File: src/verilog/mips_pkg.sv
`default_nettype none

package mips_pkg;

    localparam logic [31:0] RESET_PC = 32'h0000_0000;
    localparam logic [31:0] PC_STEP  = 32'd4;
    localparam logic [4:0]  LINK_REG = 5'd31;

    // the same word read as register or immediate format
    typedef union packed {
        struct packed {
            logic [5:0] opcode;
            logic [4:0] rs;
            logic [4:0] rt;
            logic [4:0] rd;
            logic [4:0] shamt;
            logic [5:0] funct;
        } r;
        struct packed {
            logic [5:0]  opcode;
            logic [4:0]  rs;
            logic [4:0]  rt;
            logic [15:0] imm;
        } i;
    } inst_u;

    typedef enum logic [7:0] {
        // alu
        OP_ADD, OP_ADDU, OP_SUB, OP_SUBU,
        OP_AND, OP_OR, OP_XOR, OP_NOR,
        OP_SLT, OP_SLL, OP_SRL, OP_SRA,
        OP_LU,
        // branch and jump
        OP_BEQ, OP_BNE, OP_BLEZ, OP_BGTZ,
        OP_BLTZ, OP_BGEZ, OP_BLTZAL, OP_BGEZAL,
        OP_J, OP_JAL, OP_JR, OP_JALR,
        // memory
        OP_LB, OP_LH, OP_LW, OP_LWL, OP_LWR,
        OP_SB, OP_SH, OP_SW, OP_SWL, OP_SWR,
        OP_CACHE,
        // system
        OP_MFC0, OP_MTC0, OP_ERET, OP_WAIT,
        OP_TLBWI, OP_SYSCALL, OP_BREAK,
        OP_INVALID = 8'hff
    } op_e;

    typedef struct packed {
        op_e         op;
        logic [4:0]  rs;
        logic [4:0]  rt;
        logic [15:0] imm;
        logic        flag_unsigned;
    } i_dec_t;

    typedef struct packed {
        op_e        op;
        logic [4:0] rs;
        logic [4:0] rt;
        logic [4:0] rd;
        logic [4:0] shamt;
        logic       flag_unsigned;
    } r_dec_t;

    // one record per instruction, handed downstream
    typedef struct packed {
        op_e         op;
        logic [4:0]  src_a;
        logic [4:0]  src_b;
        logic [4:0]  dest;          // 0 when nothing written
        logic [31:0] imm32;
        logic        uses_imm;
        logic        flag_unsigned;
        logic [31:0] pc;
    } dec_t;

endpackage

`default_nettype wire

File: src/verilog/if_wb.sv
`timescale 1ns/1ps
`default_nettype none

module if_wb (
    input  wire              clk,
    input  wire              arst_n,
    output logic [31:0]      wb_adr,
    output logic             wb_cyc,
    output logic             wb_stb,
    input  wire  [31:0]      wb_dat,
    input  wire              wb_ack,
    input  wire              advance,
    output mips_pkg::inst_u  inst,
    output logic [31:0]      pc,
    output logic             fetch_valid
);

    logic [31:0] fetch_adr;     // address of the read in flight or next
    logic        cyc_q;
    logic        full_q;
    logic        take;
    logic        room;

    // word lands in the register this edge
    assign take = cyc_q && wb_ack;

    // register empty, or being drained by merge
    assign room = !full_q || advance;

    always_ff @(posedge clk or negedge arst_n) begin
        if (!arst_n) begin
            cyc_q     <= 1'b0;
            full_q    <= 1'b0;
            fetch_adr <= mips_pkg::RESET_PC;
        end else begin
            if (cyc_q)
                cyc_q <= !wb_ack;       // end of cycle on ack
            else
                cyc_q <= room;

            full_q <= take || (full_q && !advance);

            if (take)
                fetch_adr <= fetch_adr + mips_pkg::PC_STEP;
        end
    end

    // fetched word and its pc
    always_ff @(posedge clk) begin
        if (take) begin
            inst <= wb_dat;
            pc   <= fetch_adr;
        end
    end

    // read only classic master, stb follows cyc
    assign wb_cyc = cyc_q;
    assign wb_stb = cyc_q;
    assign wb_adr = fetch_adr;

    assign fetch_valid = full_q;

endmodule

`default_nettype wire

File: src/verilog/id_i.sv
`timescale 1ns/1ps
`default_nettype none

module id_i (
    input  wire mips_pkg::inst_u inst,
    output mips_pkg::i_dec_t     i_dec
);

    logic [5:0] opcode;
    logic [4:0] rs;
    logic [4:0] rt;
    logic [5:0] funct;
    logic       flag_u;
    mips_pkg::op_e op;

    assign opcode = inst.i.opcode;
    assign rs     = inst.i.rs;
    assign rt     = inst.i.rt;
    assign funct  = inst.i.imm[5:0];    // cop0 function

    // addiu, sltiu, lbu, lhu
    assign flag_u = (opcode == 6'h09) || (opcode == 6'h0b) ||
                    (opcode == 6'h24) || (opcode == 6'h25);

    always_comb begin
        op = mips_pkg::OP_INVALID;
        case (opcode)
            6'h01: begin                // regimm, by rt
                case (rt)
                    5'h00: op = mips_pkg::OP_BLTZ;
                    5'h01: op = mips_pkg::OP_BGEZ;
                    5'h10: op = mips_pkg::OP_BLTZAL;
                    5'h11: op = mips_pkg::OP_BGEZAL;
                    default: op = mips_pkg::OP_INVALID;
                endcase
            end
            6'h02: op = mips_pkg::OP_J;
            6'h03: op = mips_pkg::OP_JAL;
            6'h04: op = mips_pkg::OP_BEQ;
            6'h05: op = mips_pkg::OP_BNE;
            6'h06: op = mips_pkg::OP_BLEZ;
            6'h07: op = mips_pkg::OP_BGTZ;
            6'h08, 6'h09: op = mips_pkg::OP_ADD;
            6'h0a, 6'h0b: op = mips_pkg::OP_SLT;
            6'h0c: op = mips_pkg::OP_AND;
            6'h0d: op = mips_pkg::OP_OR;
            6'h0e: op = mips_pkg::OP_XOR;
            6'h0f: op = mips_pkg::OP_LU;
            6'h10: begin                // cop0
                if (rs == 5'h00)
                    op = mips_pkg::OP_MFC0;
                else if (rs == 5'h04)
                    op = mips_pkg::OP_MTC0;
                else if (rs[4]) begin
                    case (funct)
                        6'h18: op = mips_pkg::OP_ERET;
                        6'h20: op = mips_pkg::OP_WAIT;
                        6'h02: op = mips_pkg::OP_TLBWI;
                        default: op = mips_pkg::OP_INVALID;
                    endcase
                end
            end
            6'h20, 6'h24: op = mips_pkg::OP_LB;
            6'h21, 6'h25: op = mips_pkg::OP_LH;
            6'h22: op = mips_pkg::OP_LWL;
            6'h23: op = mips_pkg::OP_LW;
            6'h26: op = mips_pkg::OP_LWR;
            6'h28: op = mips_pkg::OP_SB;
            6'h29: op = mips_pkg::OP_SH;
            6'h2a: op = mips_pkg::OP_SWL;
            6'h2b: op = mips_pkg::OP_SW;
            6'h2e: op = mips_pkg::OP_SWR;
            6'h2f: op = mips_pkg::OP_CACHE;
            default: op = mips_pkg::OP_INVALID;   // special lands here too
        endcase
    end

    assign i_dec.op            = op;
    assign i_dec.rs            = rs;
    assign i_dec.rt            = rt;
    assign i_dec.imm           = inst.i.imm;
    assign i_dec.flag_unsigned = flag_u;

endmodule

`default_nettype wire

File: src/verilog/id_r.sv
`timescale 1ns/1ps
`default_nettype none

module id_r (
    input  wire mips_pkg::inst_u inst,
    output mips_pkg::r_dec_t     r_dec
);

    logic [5:0]    funct;
    logic          flag_u;
    mips_pkg::op_e op;

    assign funct = inst.r.funct;

    // addu, subu, sltu
    assign flag_u = (funct == 6'h21) || (funct == 6'h23) || (funct == 6'h2b);

    always_comb begin
        op = mips_pkg::OP_INVALID;
        case (funct)
            // shifts by shamt
            6'h00: op = mips_pkg::OP_SLL;
            6'h02: op = mips_pkg::OP_SRL;
            6'h03: op = mips_pkg::OP_SRA;
            6'h08: op = mips_pkg::OP_JR;
            6'h09: op = mips_pkg::OP_JALR;
            6'h0c: op = mips_pkg::OP_SYSCALL;
            6'h0d: op = mips_pkg::OP_BREAK;
            6'h20: op = mips_pkg::OP_ADD;
            6'h21: op = mips_pkg::OP_ADDU;
            6'h22: op = mips_pkg::OP_SUB;
            6'h23: op = mips_pkg::OP_SUBU;
            6'h24: op = mips_pkg::OP_AND;
            6'h25: op = mips_pkg::OP_OR;
            6'h26: op = mips_pkg::OP_XOR;
            6'h27: op = mips_pkg::OP_NOR;
            6'h2a: op = mips_pkg::OP_SLT;
            6'h2b: op = mips_pkg::OP_SLT;   // sltu, flagged unsigned
            default: op = mips_pkg::OP_INVALID;
        endcase
    end

    assign r_dec.op            = op;
    assign r_dec.rs            = inst.r.rs;
    assign r_dec.rt            = inst.r.rt;
    assign r_dec.rd            = inst.r.rd;
    assign r_dec.shamt         = inst.r.shamt;
    assign r_dec.flag_unsigned = flag_u;

endmodule

`default_nettype wire

File: src/verilog/id_merge.sv
`timescale 1ns/1ps
`default_nettype none

module id_merge (
    input  wire                    clk,
    input  wire                    arst_n,
    input  wire mips_pkg::inst_u   inst,
    input  wire [31:0]             pc,
    input  wire                    fetch_valid,
    input  wire mips_pkg::i_dec_t  i_dec,
    input  wire mips_pkg::r_dec_t  r_dec,
    input  wire                    hold,
    output logic                   advance,
    output mips_pkg::dec_t         dec,
    output logic                   dec_valid
);

    logic           is_r;
    logic           flag_u;
    logic [15:0]    imm16;
    logic [31:0]    imm32;
    logic [4:0]     dest;
    logic           uses_imm;
    mips_pkg::op_e  op;
    mips_pkg::dec_t dec_d;

    assign is_r   = inst.r.opcode == 6'h00;   // special
    assign op     = is_r ? r_dec.op : i_dec.op;
    assign flag_u = is_r ? r_dec.flag_unsigned : i_dec.flag_unsigned;
    assign imm16  = i_dec.imm;

    always_comb begin
        if (op == mips_pkg::OP_LU)
            imm32 = {imm16, 16'h0000};
        else if (flag_u || op == mips_pkg::OP_AND || op == mips_pkg::OP_OR ||
                 op == mips_pkg::OP_XOR)
            imm32 = {16'h0000, imm16};
        else
            imm32 = {{16{imm16[15]}}, imm16};
    end

    always_comb begin
        dest     = 5'd0;
        uses_imm = 1'b0;
        if (is_r) begin
            case (op)
                mips_pkg::OP_ADD, mips_pkg::OP_ADDU, mips_pkg::OP_SUB,
                mips_pkg::OP_SUBU, mips_pkg::OP_AND, mips_pkg::OP_OR,
                mips_pkg::OP_XOR, mips_pkg::OP_NOR, mips_pkg::OP_SLT,
                mips_pkg::OP_SLL, mips_pkg::OP_SRL, mips_pkg::OP_SRA,
                mips_pkg::OP_JALR:
                    dest = r_dec.rd;
                default:
                    dest = 5'd0;    // jr, syscall, break, invalid
            endcase
        end else begin
            case (op)
                mips_pkg::OP_ADD, mips_pkg::OP_SLT, mips_pkg::OP_AND,
                mips_pkg::OP_OR, mips_pkg::OP_XOR, mips_pkg::OP_LU,
                mips_pkg::OP_LB, mips_pkg::OP_LH, mips_pkg::OP_LW,
                mips_pkg::OP_LWL, mips_pkg::OP_LWR: begin
                    dest     = i_dec.rt;
                    uses_imm = 1'b1;
                end
                mips_pkg::OP_SB, mips_pkg::OP_SH, mips_pkg::OP_SW,
                mips_pkg::OP_SWL, mips_pkg::OP_SWR, mips_pkg::OP_CACHE:
                    uses_imm = 1'b1;
                mips_pkg::OP_MFC0:
                    dest = i_dec.rt;
                mips_pkg::OP_JAL, mips_pkg::OP_BLTZAL, mips_pkg::OP_BGEZAL:
                    dest = mips_pkg::LINK_REG;
                default:
                    dest = 5'd0;
            endcase
        end
    end

    assign dec_d.op            = op;
    assign dec_d.src_a         = i_dec.rs;    // same bits in both formats
    assign dec_d.src_b         = i_dec.rt;
    assign dec_d.dest          = dest;
    assign dec_d.imm32         = imm32;
    assign dec_d.uses_imm      = uses_imm;
    assign dec_d.flag_unsigned = flag_u;
    assign dec_d.pc            = pc;

    // output register free or not held
    assign advance = fetch_valid && (!dec_valid || !hold);

    always_ff @(posedge clk or negedge arst_n) begin
        if (!arst_n)
            dec_valid <= 1'b0;
        else if (advance)
            dec_valid <= 1'b1;
        else if (!hold)
            dec_valid <= 1'b0;
    end

    always_ff @(posedge clk) begin
        if (advance)
            dec <= dec_d;
    end

endmodule

`default_nettype wire

File: src/verilog/mips_decode.sv
`timescale 1ns/1ps
`default_nettype none

module mips_decode (
    input  wire             clk,
    input  wire             arst_n,
    output logic [31:0]     wb_adr,
    output logic            wb_cyc,
    output logic            wb_stb,
    input  wire  [31:0]     wb_dat,
    input  wire             wb_ack,
    input  wire             hold,
    output mips_pkg::dec_t  dec,
    output logic            dec_valid
);

    mips_pkg::inst_u  inst;
    logic [31:0]      pc;
    logic             fetch_valid;
    logic             advance;
    mips_pkg::i_dec_t i_dec;
    mips_pkg::r_dec_t r_dec;

    if_wb u_if_wb (
        .clk         (clk),
        .arst_n      (arst_n),
        .wb_adr      (wb_adr),
        .wb_cyc      (wb_cyc),
        .wb_stb      (wb_stb),
        .wb_dat      (wb_dat),
        .wb_ack      (wb_ack),
        .advance     (advance),
        .inst        (inst),
        .pc          (pc),
        .fetch_valid (fetch_valid)
    );

    // both decoders see the same word
    id_i u_id_i (
        .inst  (inst),
        .i_dec (i_dec)
    );

    id_r u_id_r (
        .inst  (inst),
        .r_dec (r_dec)
    );

    id_merge u_id_merge (
        .clk         (clk),
        .arst_n      (arst_n),
        .inst        (inst),
        .pc          (pc),
        .fetch_valid (fetch_valid),
        .i_dec       (i_dec),
        .r_dec       (r_dec),
        .hold        (hold),
        .advance     (advance),
        .dec         (dec),
        .dec_valid   (dec_valid)
    );

endmodule

`default_nettype wire

File: config.mk
export PLATFORM = sky130hd
export DESIGN_NAME = mips_decode
export DESIGN_NICKNAME = d
export VERILOG_FILES = /design/src/verilog/mips_pkg.sv /design/src/verilog/if_wb.sv /design/src/verilog/id_i.sv /design/src/verilog/id_r.sv /design/src/verilog/id_merge.sv /design/src/verilog/mips_decode.sv
export SDC_FILE = /design/constraint.sdc
export NUM_CORES = 1
export LEC_CHECK = 0
export ABC_CLOCK_PERIOD_IN_PS = 17500
export CORE_UTILIZATION = 60
export DETAILED_ROUTE_END_ITERATION = 16
export DONT_BUFFER_PORTS = 1
export HOLD_SLACK_MARGIN = 0.02
export PLACE_DENSITY = 0.84
export SETUP_SLACK_MARGIN = 0.15
export SLEW_MARGIN = 20
export SYNTH_ARGS = -nofsm -noshare
export SYNTH_HDL_FRONTEND = slang
export SYNTH_SLANG_ARGS = --single-unit
File: constraint.sdc
create_clock -name clk -period 17.5 [get_ports clk]
set_clock_uncertainty 0.2 [all_clocks]
set_input_delay 1.75 -clock clk [delete_from_list [all_inputs] [get_ports clk]]
set_output_delay 1.75 -clock clk [all_outputs]
set_load 0.02 [all_outputs]
Word level (Yosys, flattened, before mapping) --
Memories as Yosys holds them, arrays and structs flattened. A register that Yosys moved wholly into a read port is not among the register bits. Cells that the tools add are included.
Operators by class: add/subtract/negate cells 1, multipliers 0, divide/modulo/power cells 0, $lt $le $gt $ge 0, equal/unequal tests 68, shifts and indexed selects 0, mux-type cells 18, bitwise operators 0, reduce and logical (&&, ||, !) cells 31
Operators by type and width (number):
- 8-bit one-hot mux with 25 select lines | 1
- 6-bit == test, second input constant | 17
- 8-bit by 5-bit == test with 1-bit output, second input constant | 11
- 32-bit two-way mux | 2
- 6-bit by 4-bit == test with 1-bit output, second input constant | 8
- 8-bit by 4-bit == test with 1-bit output, second input constant | 5
- 8-bit by 6-bit == test with 1-bit output, second input constant | 5
- 32-bit by 3-bit adder with 32-bit output, second input constant | 1
- 8-bit by 3-bit == test with 1-bit output, second input constant | 4
- 8-bit two-way mux | 4
- 8-bit one-hot mux with 4 select lines | 1
- 6-bit by 3-bit == test with 1-bit output, second input constant | 4
- 8-bit one-hot mux with 3 select lines | 1
- 6-bit by 2-bit == test with 1-bit output, second input constant | 3
- 17-bit OR reduction | 1
- 8-bit by 2-bit == test with 1-bit output, second input constant | 2
- 13-bit OR reduction | 1
- 6-bit by 5-bit == test with 1-bit output, second input constant | 2
- 12-bit OR reduction | 1
- 1-bit logical OR | 11
- 5-bit == test, second input constant | 2
- 5-bit zero test | 2
- 5-bit two-way mux | 2
- 5-bit one-hot mux with 2 select lines | 1
- 13 further kinds | 26
Word-level totals: register bits after elaboration 188, bits in latches 0, RAM bits 0, memory bits (read-only) 512, bits of input ports 36, output and inout port bits 124, word-level logic and storage cells 134, memories 1
Memories:
- (name not given) | words 64, width 8, rd ports 1, clocked after memory_dff 1, write ports 0, line id_r.sv:20 | case (funct)

Depth between registers and ports, before layout --
Gate-level depths: netlist of run 1.
word-level depth 13, mapped depth 13

Hierarchy --
From an unflattened synthesis of run 1, not the netlist that was laid out.
Unflattened totals: cells, all modules 599, area total of the unflattened synthesis 8134.1 sq um
By module, submodules not included:
- id_merge | times used 1, cells each 203, area each 3432.0 sq um, seq. area each 2697.6 sq um
- if_wb | times used 1, cells each 196, area each 3362.0 sq um, seq. area each 2662.6 sq um
- id_i | times used 1, cells each 140, area each 928.4 sq um, seq. area each 0.0 sq um
- id_r | times used 1, cells each 60, area each 411.6 sq um, seq. area each 0.0 sq um

Least setup slack after synthesis of run 1 --
OpenSTA, ideal clock, no wires.
path kind input to register, start point in hold, end point reg u_id_merge.dec[10] (netlist name), arrival time 7.994 ns, setup slack 8.645 ns, stages on the path 1, cells stage by stage a21boi_0
Between the ends: longest elaborated chain between the ends 3
RTL lines:
- start: declaration | line mips_decode.sv:12 | input wire hold,
- 1-bit zero test | line id_merge.sv:88 | assign advance = fetch_valid && (!dec_valid || !hold);
- 1-bit logical OR | line id_merge.sv:88
- 1-bit logical AND | line id_merge.sv:88
Every way passes these cells. A chain may end at the register's enable or synchronous reset.

Worst setup path after layout of run 1 --
start point reg u_if_wb.inst[27] in the netlist's numbering, end point reg u_id_merge.dec[56] (netlist name)
Between the ends: longest elaborated chain between the ends 10, elaborated cells between the ends (all ways) 49, those cells by class eq/ne: 33; mux: 5; reduce/logical: 11
RTL lines:
- start: declaration | line if_wb.sv:13 | output mips_pkg::inst_u inst,
- start signal: assignment | line if_wb.sv:51 | inst <= wb_dat;
- 6-bit == test, or another cell as far along | line id_i.sv:27 | case (opcode)
- 2-bit OR reduction / 1-bit logical OR (equally long branches) | line id_i.sv:27, id_i.sv:22
- 8-bit one-hot mux with 25 select lines / 1-bit logical OR (equally long branches) | line id_i.sv:27, id_i.sv:22
- 8-bit two-way mux / 1-bit logical OR (equally long branches) | line id_merge.sv:28, id_i.sv:23
- 8-bit by 3-bit == test with 1-bit output / 1-bit two-way mux (equally long branches) | line id_merge.sv:35, id_merge.sv:29
- 1-bit logical OR (3 in series) | line id_merge.sv:35 | else if (flag_u || op == mips_pkg::OP_AND || op == mips_pkg::OP_OR ||
- 32-bit two-way mux | line id_merge.sv:35
- 32-bit two-way mux * | line id_merge.sv:33 | if (op == mips_pkg::OP_LU)
- named net u_id_merge.imm32[22] | line id_merge.sv:21 | logic [31:0] imm32;
The timed path passes the listed nets; every way through them passes the cells marked *.

==> results of run 1 <==
==> cell type report <==
class	instances	area, um2
fillers	915	4220
clock inverters	14	121
repair buffers	3	22.5
well taps	172	215
inverters	17	65.1
clock buffers	17	425
flip-flops and latches	188	5410
multi-input cells	326	2140
==> stage by stage <==
stage          utilization  std cells  power [W]  hold WS (ns)
4_1_cts              0.665        737    0.00107         0.220
3_5_place_dp         0.622        706   0.000718         0.205
2_1_floorplan            -        561   0.000697         0.200
6_report             0.665        737    0.00107         0.220
3_3_place_gp         0.622        706   0.000711         0.203
5_1_grt              0.665        737    0.00110         0.225
==> registers in the layout (all words and copies together), names as in the netlist <==
| register | count |
|---|---|
| u_id_merge.dec | 86 |
| u_if_wb.inst | 32 |
| u_if_wb.pc | 30 |
| u_if_wb.wb_adr | 30 |
| u_id_r.op | 7 |
| u_id_merge.dec_valid | 1 |
| u_if_wb.fetch_valid | 1 |
| u_if_wb.wb_cyc | 1 |
==> worst max-delay path: cells and delay by family (launching register included) <==
family / cells / cell delay (ns)
AOI/OAI and AO/OA: 2 / 0.99
buffers and inverters: 1 / 0.34
DFF: 1 / 0.85
and+or+nand+nor: 6 / 1.80
==> cell families after synthesis <==
group | count (synthesis) | share of synthesized area
and+or+nand+nor | 187 | 0.138
xor gates and xnor gates | 32 | 0.0362
muxes | 7 | 0.00920
AOI/OAI and AO/OA | 95 | 0.0867
buffers and inverters | 47 | 0.0294
other | 1 | 0.000484
adders and majority gates | 1 | 0.00161
DFF | 188 | 0.698
==> Yosys cell counts, drive strengths merged (3+ instances only) <==
cell type / instances
nand2: 42
buf: 18
nor2: 29
o21a: 4
a211oi: 4
and4: 4
mux2i: 6
xnor2: 17
and2: 4
dfrtp: 33
a31oi: 6
and3b: 3
xor2: 15
a221oi: 7
nor4: 4
clkbuf: 12
o21ai: 18
dfxtp: 7
edfxtp: 148
inv: 17
or4: 3
nor2b: 28
o22ai: 3
nand3: 14
o211ai: 5
nor3: 10
nor3b: 3
a21oi: 14
nor4b: 4
or3: 5
a21o: 16
a21boi: 3
and3: 7
nand4: 9
nand2b: 6
==> power groups by stage <==
stage	logic (W)	registers, W	clock network, W
2_1_floorplan	0.0000734	0.000624	0
3_3_place_gp	0.0000775	0.000633	0
3_5_place_dp	0.0000820	0.000636	0
4_1_cts	0.0000835	0.000627	0.000359
5_1_grt	0.0000929	0.000634	0.000378
6_report	0.0000838	0.000627	0.000355
==> metal layers <==
layer  track usage  vias to the layer above  routed length, um
met3        0.0774                       32               1380
met5             0                        -                  0
met2         0.368                      234               7210
met1         0.294                     2176               6110
li1              -                     2062                  -
met4        0.0966                        0                301
==> worst max-delay path by stage <==
stage,endpoint,slack (ns)
2_1_floorplan,u_id_merge.dec[10],8.64
3_3_place_gp,u_id_r.op[5],13.28
3_5_place_dp,u_id_r.op[5],13.14
4_1_cts,u_id_merge.dec[60],13.13
5_1_grt,u_id_merge.dec[51],12.76
6_report,u_id_merge.dec[56],13.06
==> placed cells by master (no fill, tap or decap), types with 4 or more instances in the layout <==
master | netlist | final
a211oi_1 | 4 | 4
a21o_1 | 16 | 16
a21oi_1 | 14 | 14
a221oi_1 | 7 | 7
a31oi_1 | 6 | 6
and2_1 | 4 | 4
and3_1 | 7 | 7
and4_1 | 4 | 4
clkbuf_16 | 0 | 17
clkinv_1 | 0 | 4
conb_1 | 1 | 4
dfrtp_1 | 33 | 33
dfxtp_1 | 7 | 7
edfxtp_1 | 148 | 148
inv_1 | 16 | 15
mux2i_1 | 6 | 6
nand2_1 | 42 | 42
nand2b_1 | 6 | 6
nand3_1 | 14 | 14
nand4_1 | 8 | 8
nor2_1 | 29 | 29
nor2b_1 | 28 | 28
nor3_1 | 9 | 9
o211ai_1 | 5 | 5
o21a_1 | 4 | 4
o21ai_0 | 14 | 14
o21ai_1 | 4 | 4
or3_1 | 5 | 5
xnor2_1 | 17 | 17
xor2_1 | 15 | 15
==> impl_results.md, run 1 <==
* Max Clk Rate at 225 MHz
* FF-to-FF End: u_id_merge.dec[56]
* Hold buffers post-CTS at 0
* R2R depth at 9
* Setup TNS Final at 0 ns
* Ys flop type: edfxtp_1
* Buffers on Ports at 0
* Mapped Area at about 7800 um2
* RSZ-0062 raised after global routing: false
* P_sw at between 0.0002 and 0.0003 W
* Vias at 4,504
* Avg WL per Cell at 20.4 um
* Crit path arrival time at ~4.4 ns
* Dominant cell type by area after synthesis: edfxtp_1
* Clk_lat worst skew at 0.42 ns
* Area delta synth->final at 8.31%
* Setup Crit Path Kind: register to register
* Worst EP required at 17.47 ns
* Layout cells sized above 1 at 0.0814
* Area share of the largest cell type after synthesis at 0.573
* Crit share post-route at 0.254
* First-pass GRT wire length at 23,000 um
* Post-synth EDFFs at between 100 and 150
* Initial Util at 0.614
* Int Pwr at 0.000773 W
* Slew Viols, Final at 0
* P_leak at 3.11 nW
* # diodes at 0
* GRT Util Overall at 0.232
* Slowest CP cell: edfxtp_1
* Least-Margin Pin Slew at 0.922 ns
* Tmin final at 4.44 ns
* Post-synthesis cell type count at 67
* Placed Area at 7850 um2
* Yosys warning count at 0
* Die area at 13,400 um2
* DRT iter0 DRCs at 475
* Initial antenna violation count at 0
* Final HPWL DP at 9960 um
* Largest net degree at the start of global routing at 73
* Vias per cell at about 6.1
* Yosys reg bits at 188
* Maximum VDD drop at ~0.097 mV
* Max Cap Violations at 0
* Setup repair bufs after CTS at 0
* Core Area at ~13,000 um2
* Ys async rst share at 0.176
* Crit path capture type: register
* Pwr/cell area at between 100 and 150 nW/um2
* GRT overflow at 0
* CTS HTree Levels at 4
* PnR worst setup slack at approximately 13 ns
* Slew margin rel. at 0.385
* Final Wtd Congestion at around 0.91
* Die width at 116 um
* I/O pin total at between 150 and 200
* Post-Route WL at 15,000 um
* Cells after Synth at roughly 560
* CTS Buffer Depth at 2
* CP max stage delay at 0.85 ns
* Register area share after synthesis at 0.698
* Reg2reg setup slack at 13.06 ns
* Routed Antenna Nets at 0
* Residual DRC count at 0
* CP max FO at 33
* Crit start category: register
* Sw Share at 0.274
* WHS Endpoint: u_id_merge.dec[27]
* Worst r2r src: u_if_wb.inst[27]
* Cell Rows at slightly above 40
* Hold Startpoint: u_if_wb.pc[27]
* Die Ht at 116 um
* Cts bufs inserted at 17
* Detailed Routing Iterations Pass 1 at 6
* Clock network power share at 0.333
* Status: finished clean
* Clock sinks at 188
* Worst slack, placed at 13.14 ns
* Number of global-route vias before repair at 4,274
* Hold Fails Final Rpt at 0
* Crit-path cells: nor4_2 > nand2_1 > nand4_2 > o32ai_1 > nand2_1 > nor4b_4 > buf_4 > and3b_1 > a21o_1
* CTS clock-pin slew for the worst setup and hold paths at about 0.070 ns
* CTS tree: done
* Area contributors post-synth: edfxtp_1, dfrtp_1, nor2b_1, nand2_1, xnor2_1
* Hold path cells at 0
* Hold crit path type: register to register
* Origin of the worst setup path: u_if_wb.inst[27]
* Crit path top cell by count: nand2_1
* Number of nets in the layout at 590
* Syn Area/Cell at about 14 um2
* Sequential share of power at 0.588
* Finish-stage setup viols at 0
* Finished Cell Area at about 8400 um2
* Post-CTS resize count at 0
* Comb power frac at 0.079
* Clock tree root buffer cell: clkbuf_16
Power figures use the tool's default switching activity.
==> run 2, diff against run 1 <==
Settings changed: ABC_CLOCK_PERIOD_IN_PS 17500 to 4200.
Clock period 17.5 ns to 4.2 ns, I/O delays scaled along.
==> run 2 against run 1 <==
Critical path depth fell by 1. Worst setup slack worse by 13 ns. Non-clock buffer count is 43 higher. Routed wire length rose by 4.9%. First-iteration DRC count grew 9.1%. Die area unchanged. Utilization rose by 3.6 points. Count of clock-buffer cells in the layout rose by 1. Worst hold slack got worse by 0.18 ns. Largest cell class unchanged. Largest power group unchanged.
==> impl_results.md, run 2 (synthesis results as in run 1) <==
* Vias per cell at 6.05 (was 6.11)
* GRT Util Overall at 0.247 (was 0.232)
* Routed Antenna Nets at 0 (unchanged)
* Largest net degree at the start of global routing at 57 (was 73)
* Residual DRC count at 0 (unchanged)
* CTS Buffer Depth at 2 (unchanged)
* Post-Route WL at 15,700 um (was 15,000 um)
* Avg WL per Cell at 20.2 um (was 20.4 um)
* GRT overflow at 0 (unchanged)
* Maximum VDD drop at 0.418 mV (was 0.0975 mV)
* CP max FO at 22 (was 33)
* Buffers on Ports at 0 (unchanged)
* Number of nets in the layout at 633 (was 590)
* Met2 wire length at 7720 um (was 7210 um)
* Crit-path cells: and4b_1 > o21ai_1 > nand4_2 > o32a_4 > or4_4 > a221oi_1 > a21oi_1 > a221oi_1 (was nor4_2 > nand2_1 > nand4_2 > o32ai_1 > nand2_1 > nor4b_4 > buf_4 > and3b_1 > a21o_1)
* Crit share post-route at 0.907 (was 0.254)
* Most frequent cells in the layout: edfxtp_1, nand2_1, dlygate4sd3_1 (was edfxtp_1, nand2_1, dfrtp_1)
* Placed cells at 711 (was 706)
* Routed wl met3 at 1420 um (was 1380 um)
* Pwr/cell area at 509 nW/um2 (was 127 nW/um2)
* Hold crit path type: primary input to register (was register to register)
* Detailed Routing Iterations Pass 1 at 5 (was 6)
* Number of global-route vias before repair at 4,502 (was 4,274)
* Crit path capture type: register (unchanged)
* Max Clk Rate at 262 MHz (was 225 MHz)
* Max Cap Violations at 0 (unchanged)
* DRT iter0 DRCs at 518 (was 475)
* P_leak at 3.30 nW (was 3.11 nW)
* Setup Crit Path Kind: register to register (unchanged)
* Placed Area at 7890 um2 (was 7850 um2)
* WL met1 at 6220 um (was 6110 um)
* Sequential share of power at 0.579 (was 0.588)
* Crit path top cell by count: a221oi_1 (was nand2_1)
* Sw Share at 0.277 (was 0.274)
* P_sw at 0.00125 W (was 0.000292 W)
* I/O pin total at 160 (unchanged)
* Core Area at 12,600 um2 (unchanged)
* Least-Margin Pin Slew at 0.727 ns (was 0.922 ns)
* Initial Util at 0.614 (unchanged)
* # diodes at 0 (unchanged)
* Slowest CP cell: edfxtp_1 (unchanged)
* Initial antenna violation count at 0 (unchanged)
* Tmin final at 3.81 ns (was 4.44 ns)
* Vias at 4,728 (was 4,504)
* Final Wtd Congestion at 0.958 (was 0.910)
* Cell Rows at 41 (unchanged)
* Final HPWL DP at 10,300 um (was 9960 um)
* Status: finished clean (unchanged)
* CTS clock-pin slew for the worst setup and hold paths at 0.06 ns (was 0.07 ns)
* First-pass GRT wire length at 24,100 um (was 23,000 um)
* Clk_lat worst skew at 0.43 ns (was 0.42 ns)
* Setup TNS Final at 0 ns (unchanged)
* CTS tree: done (unchanged)
* Most common cell after layout, fill and taps aside: edfxtp_1 (unchanged)
* # fillers at 868 (was 915)
* Die Ht at 116 um (unchanged)
* Finish-stage setup viols at 0 (unchanged)
* Clock sinks at 188 (unchanged)
* CTS HTree Levels at 4 (unchanged)
* Max reg flops at 86 (unchanged)
* Crit start category: register (unchanged)
* Finished Cell Area at 8850 um2 (was 8400 um2)
* Non-Filler Instances at 781 (was 737)
* CP max stage delay at 0.65 ns (was 0.85 ns)
* Layout cells sized above 1 at 0.102 (was 0.0814)
* Area delta synth->final at 14.2% (was 8.31%)
* Comb power frac at 0.091 (was 0.079)
* RSZ-0062 raised after global routing: false (unchanged)
* Largest regs: u_id_merge.dec x86, u_if_wb.inst x32 (unchanged)
* Clock network power share at 0.331 (was 0.333)
* Die area at 13,400 um2 (unchanged)
* Crit path arrival time at 3.83 ns (was 4.41 ns)
* Slew Viols, Final at 0 (unchanged)
* Top sig layer: met4 (unchanged)
* Hold Fails Final Rpt at 0 (unchanged)
* Int Pwr at 0.00326 W (was 0.000773 W)
* Clock tree root buffer cell: clkbuf_16 (unchanged)
* Worst EP required at 4.22 ns (was 17.47 ns)
* Cts bufs inserted at 17 (unchanged)
* Die width at 116 um (unchanged)
* Slew margin rel. at 0.515 (was 0.385)
* Top reg by flops: u_id_merge.dec (unchanged)
[run 2: stage by stage]
step / worst slack, ns / hold slack (ns) / power (W) / utilization
5_1_grt: 0.197 / 0.0754 / 0.00467 / 0.701
2_1_floorplan: 0.207 / -0.0756 / 0.00288 / -
6_report: 0.390 / 0.0350 / 0.00450 / 0.701
3_3_place_gp: 0.528 / -0.0747 / 0.00297 / 0.625
3_5_place_dp: 0.410 / -0.0748 / 0.00300 / 0.625
4_1_cts: 0.381 / 0.0257 / 0.00451 / 0.698
[run 2: repair_timing]
action,CTS,global route
resized for setup,0,4
hold buffers,36,0
hold endpoints to repair,68,0
buffers inserted,0,2
endpoints found under the setup margin,0,22
[run 2: final timing paths]
path                                  start                    to  slack [ns]  depth (start not counted)
hold / removal                    wb_dat[4]          u_id_r.op[1]        0.04                          2
max in group asynchronous            arst_n  u_id_merge.dec_valid        3.38                          2
min in group asynchronous            arst_n    u_if_wb.wb_adr[15]        0.25                          2
setup reg to reg           u_if_wb.inst[31]    u_id_merge.dec[69]        0.39                          8
setup / recovery           u_if_wb.inst[31]    u_id_merge.dec[69]        0.39                          8
hold reg to reg              u_if_wb.pc[18]    u_id_merge.dec[18]        0.22                          0
[run 2: power by group through the flow]
stage               sequential [W]  clock, W  combinational (W)
floorplan                  0.00258         0           0.000307
detailed placement         0.00264         0           0.000359
global route               0.00263   0.00159           0.000451
CTS                        0.00261   0.00151           0.000397
global placement           0.00263         0           0.000337
finish                     0.00261   0.00149           0.000409
[run 2: metal layers]
layer / up-vias / global-route usage
li1: 2147 / -
met1: 2315 / 0.301
met2: 235 / 0.394
met3: 31 / 0.0936
met4: 0 / 0.108
met5: - / 0
[run 2: layout make-up]
type / instances / area (um2) / area share
multi-input cells: 326 / 2160 / 0.244
clock inverters: 14 / 123 / 0.0139
well taps: 172 / 215 / 0.0243
inverters: 17 / 65.1 / 0.00735
flip-flops and latches: 188 / 5410 / 0.611
repair buffers: 46 / 445 / 0.0503
clock buffers: 18 / 429 / 0.0485
[run 2: worst max-delay path, delay by kind of cell, from the launching register on]
family / cells / cell delay [ns]
AOI/OAI and AO/OA: 5 / 1.68
DFF: 1 / 0.65
and+or+nand+nor: 3 / 1.07
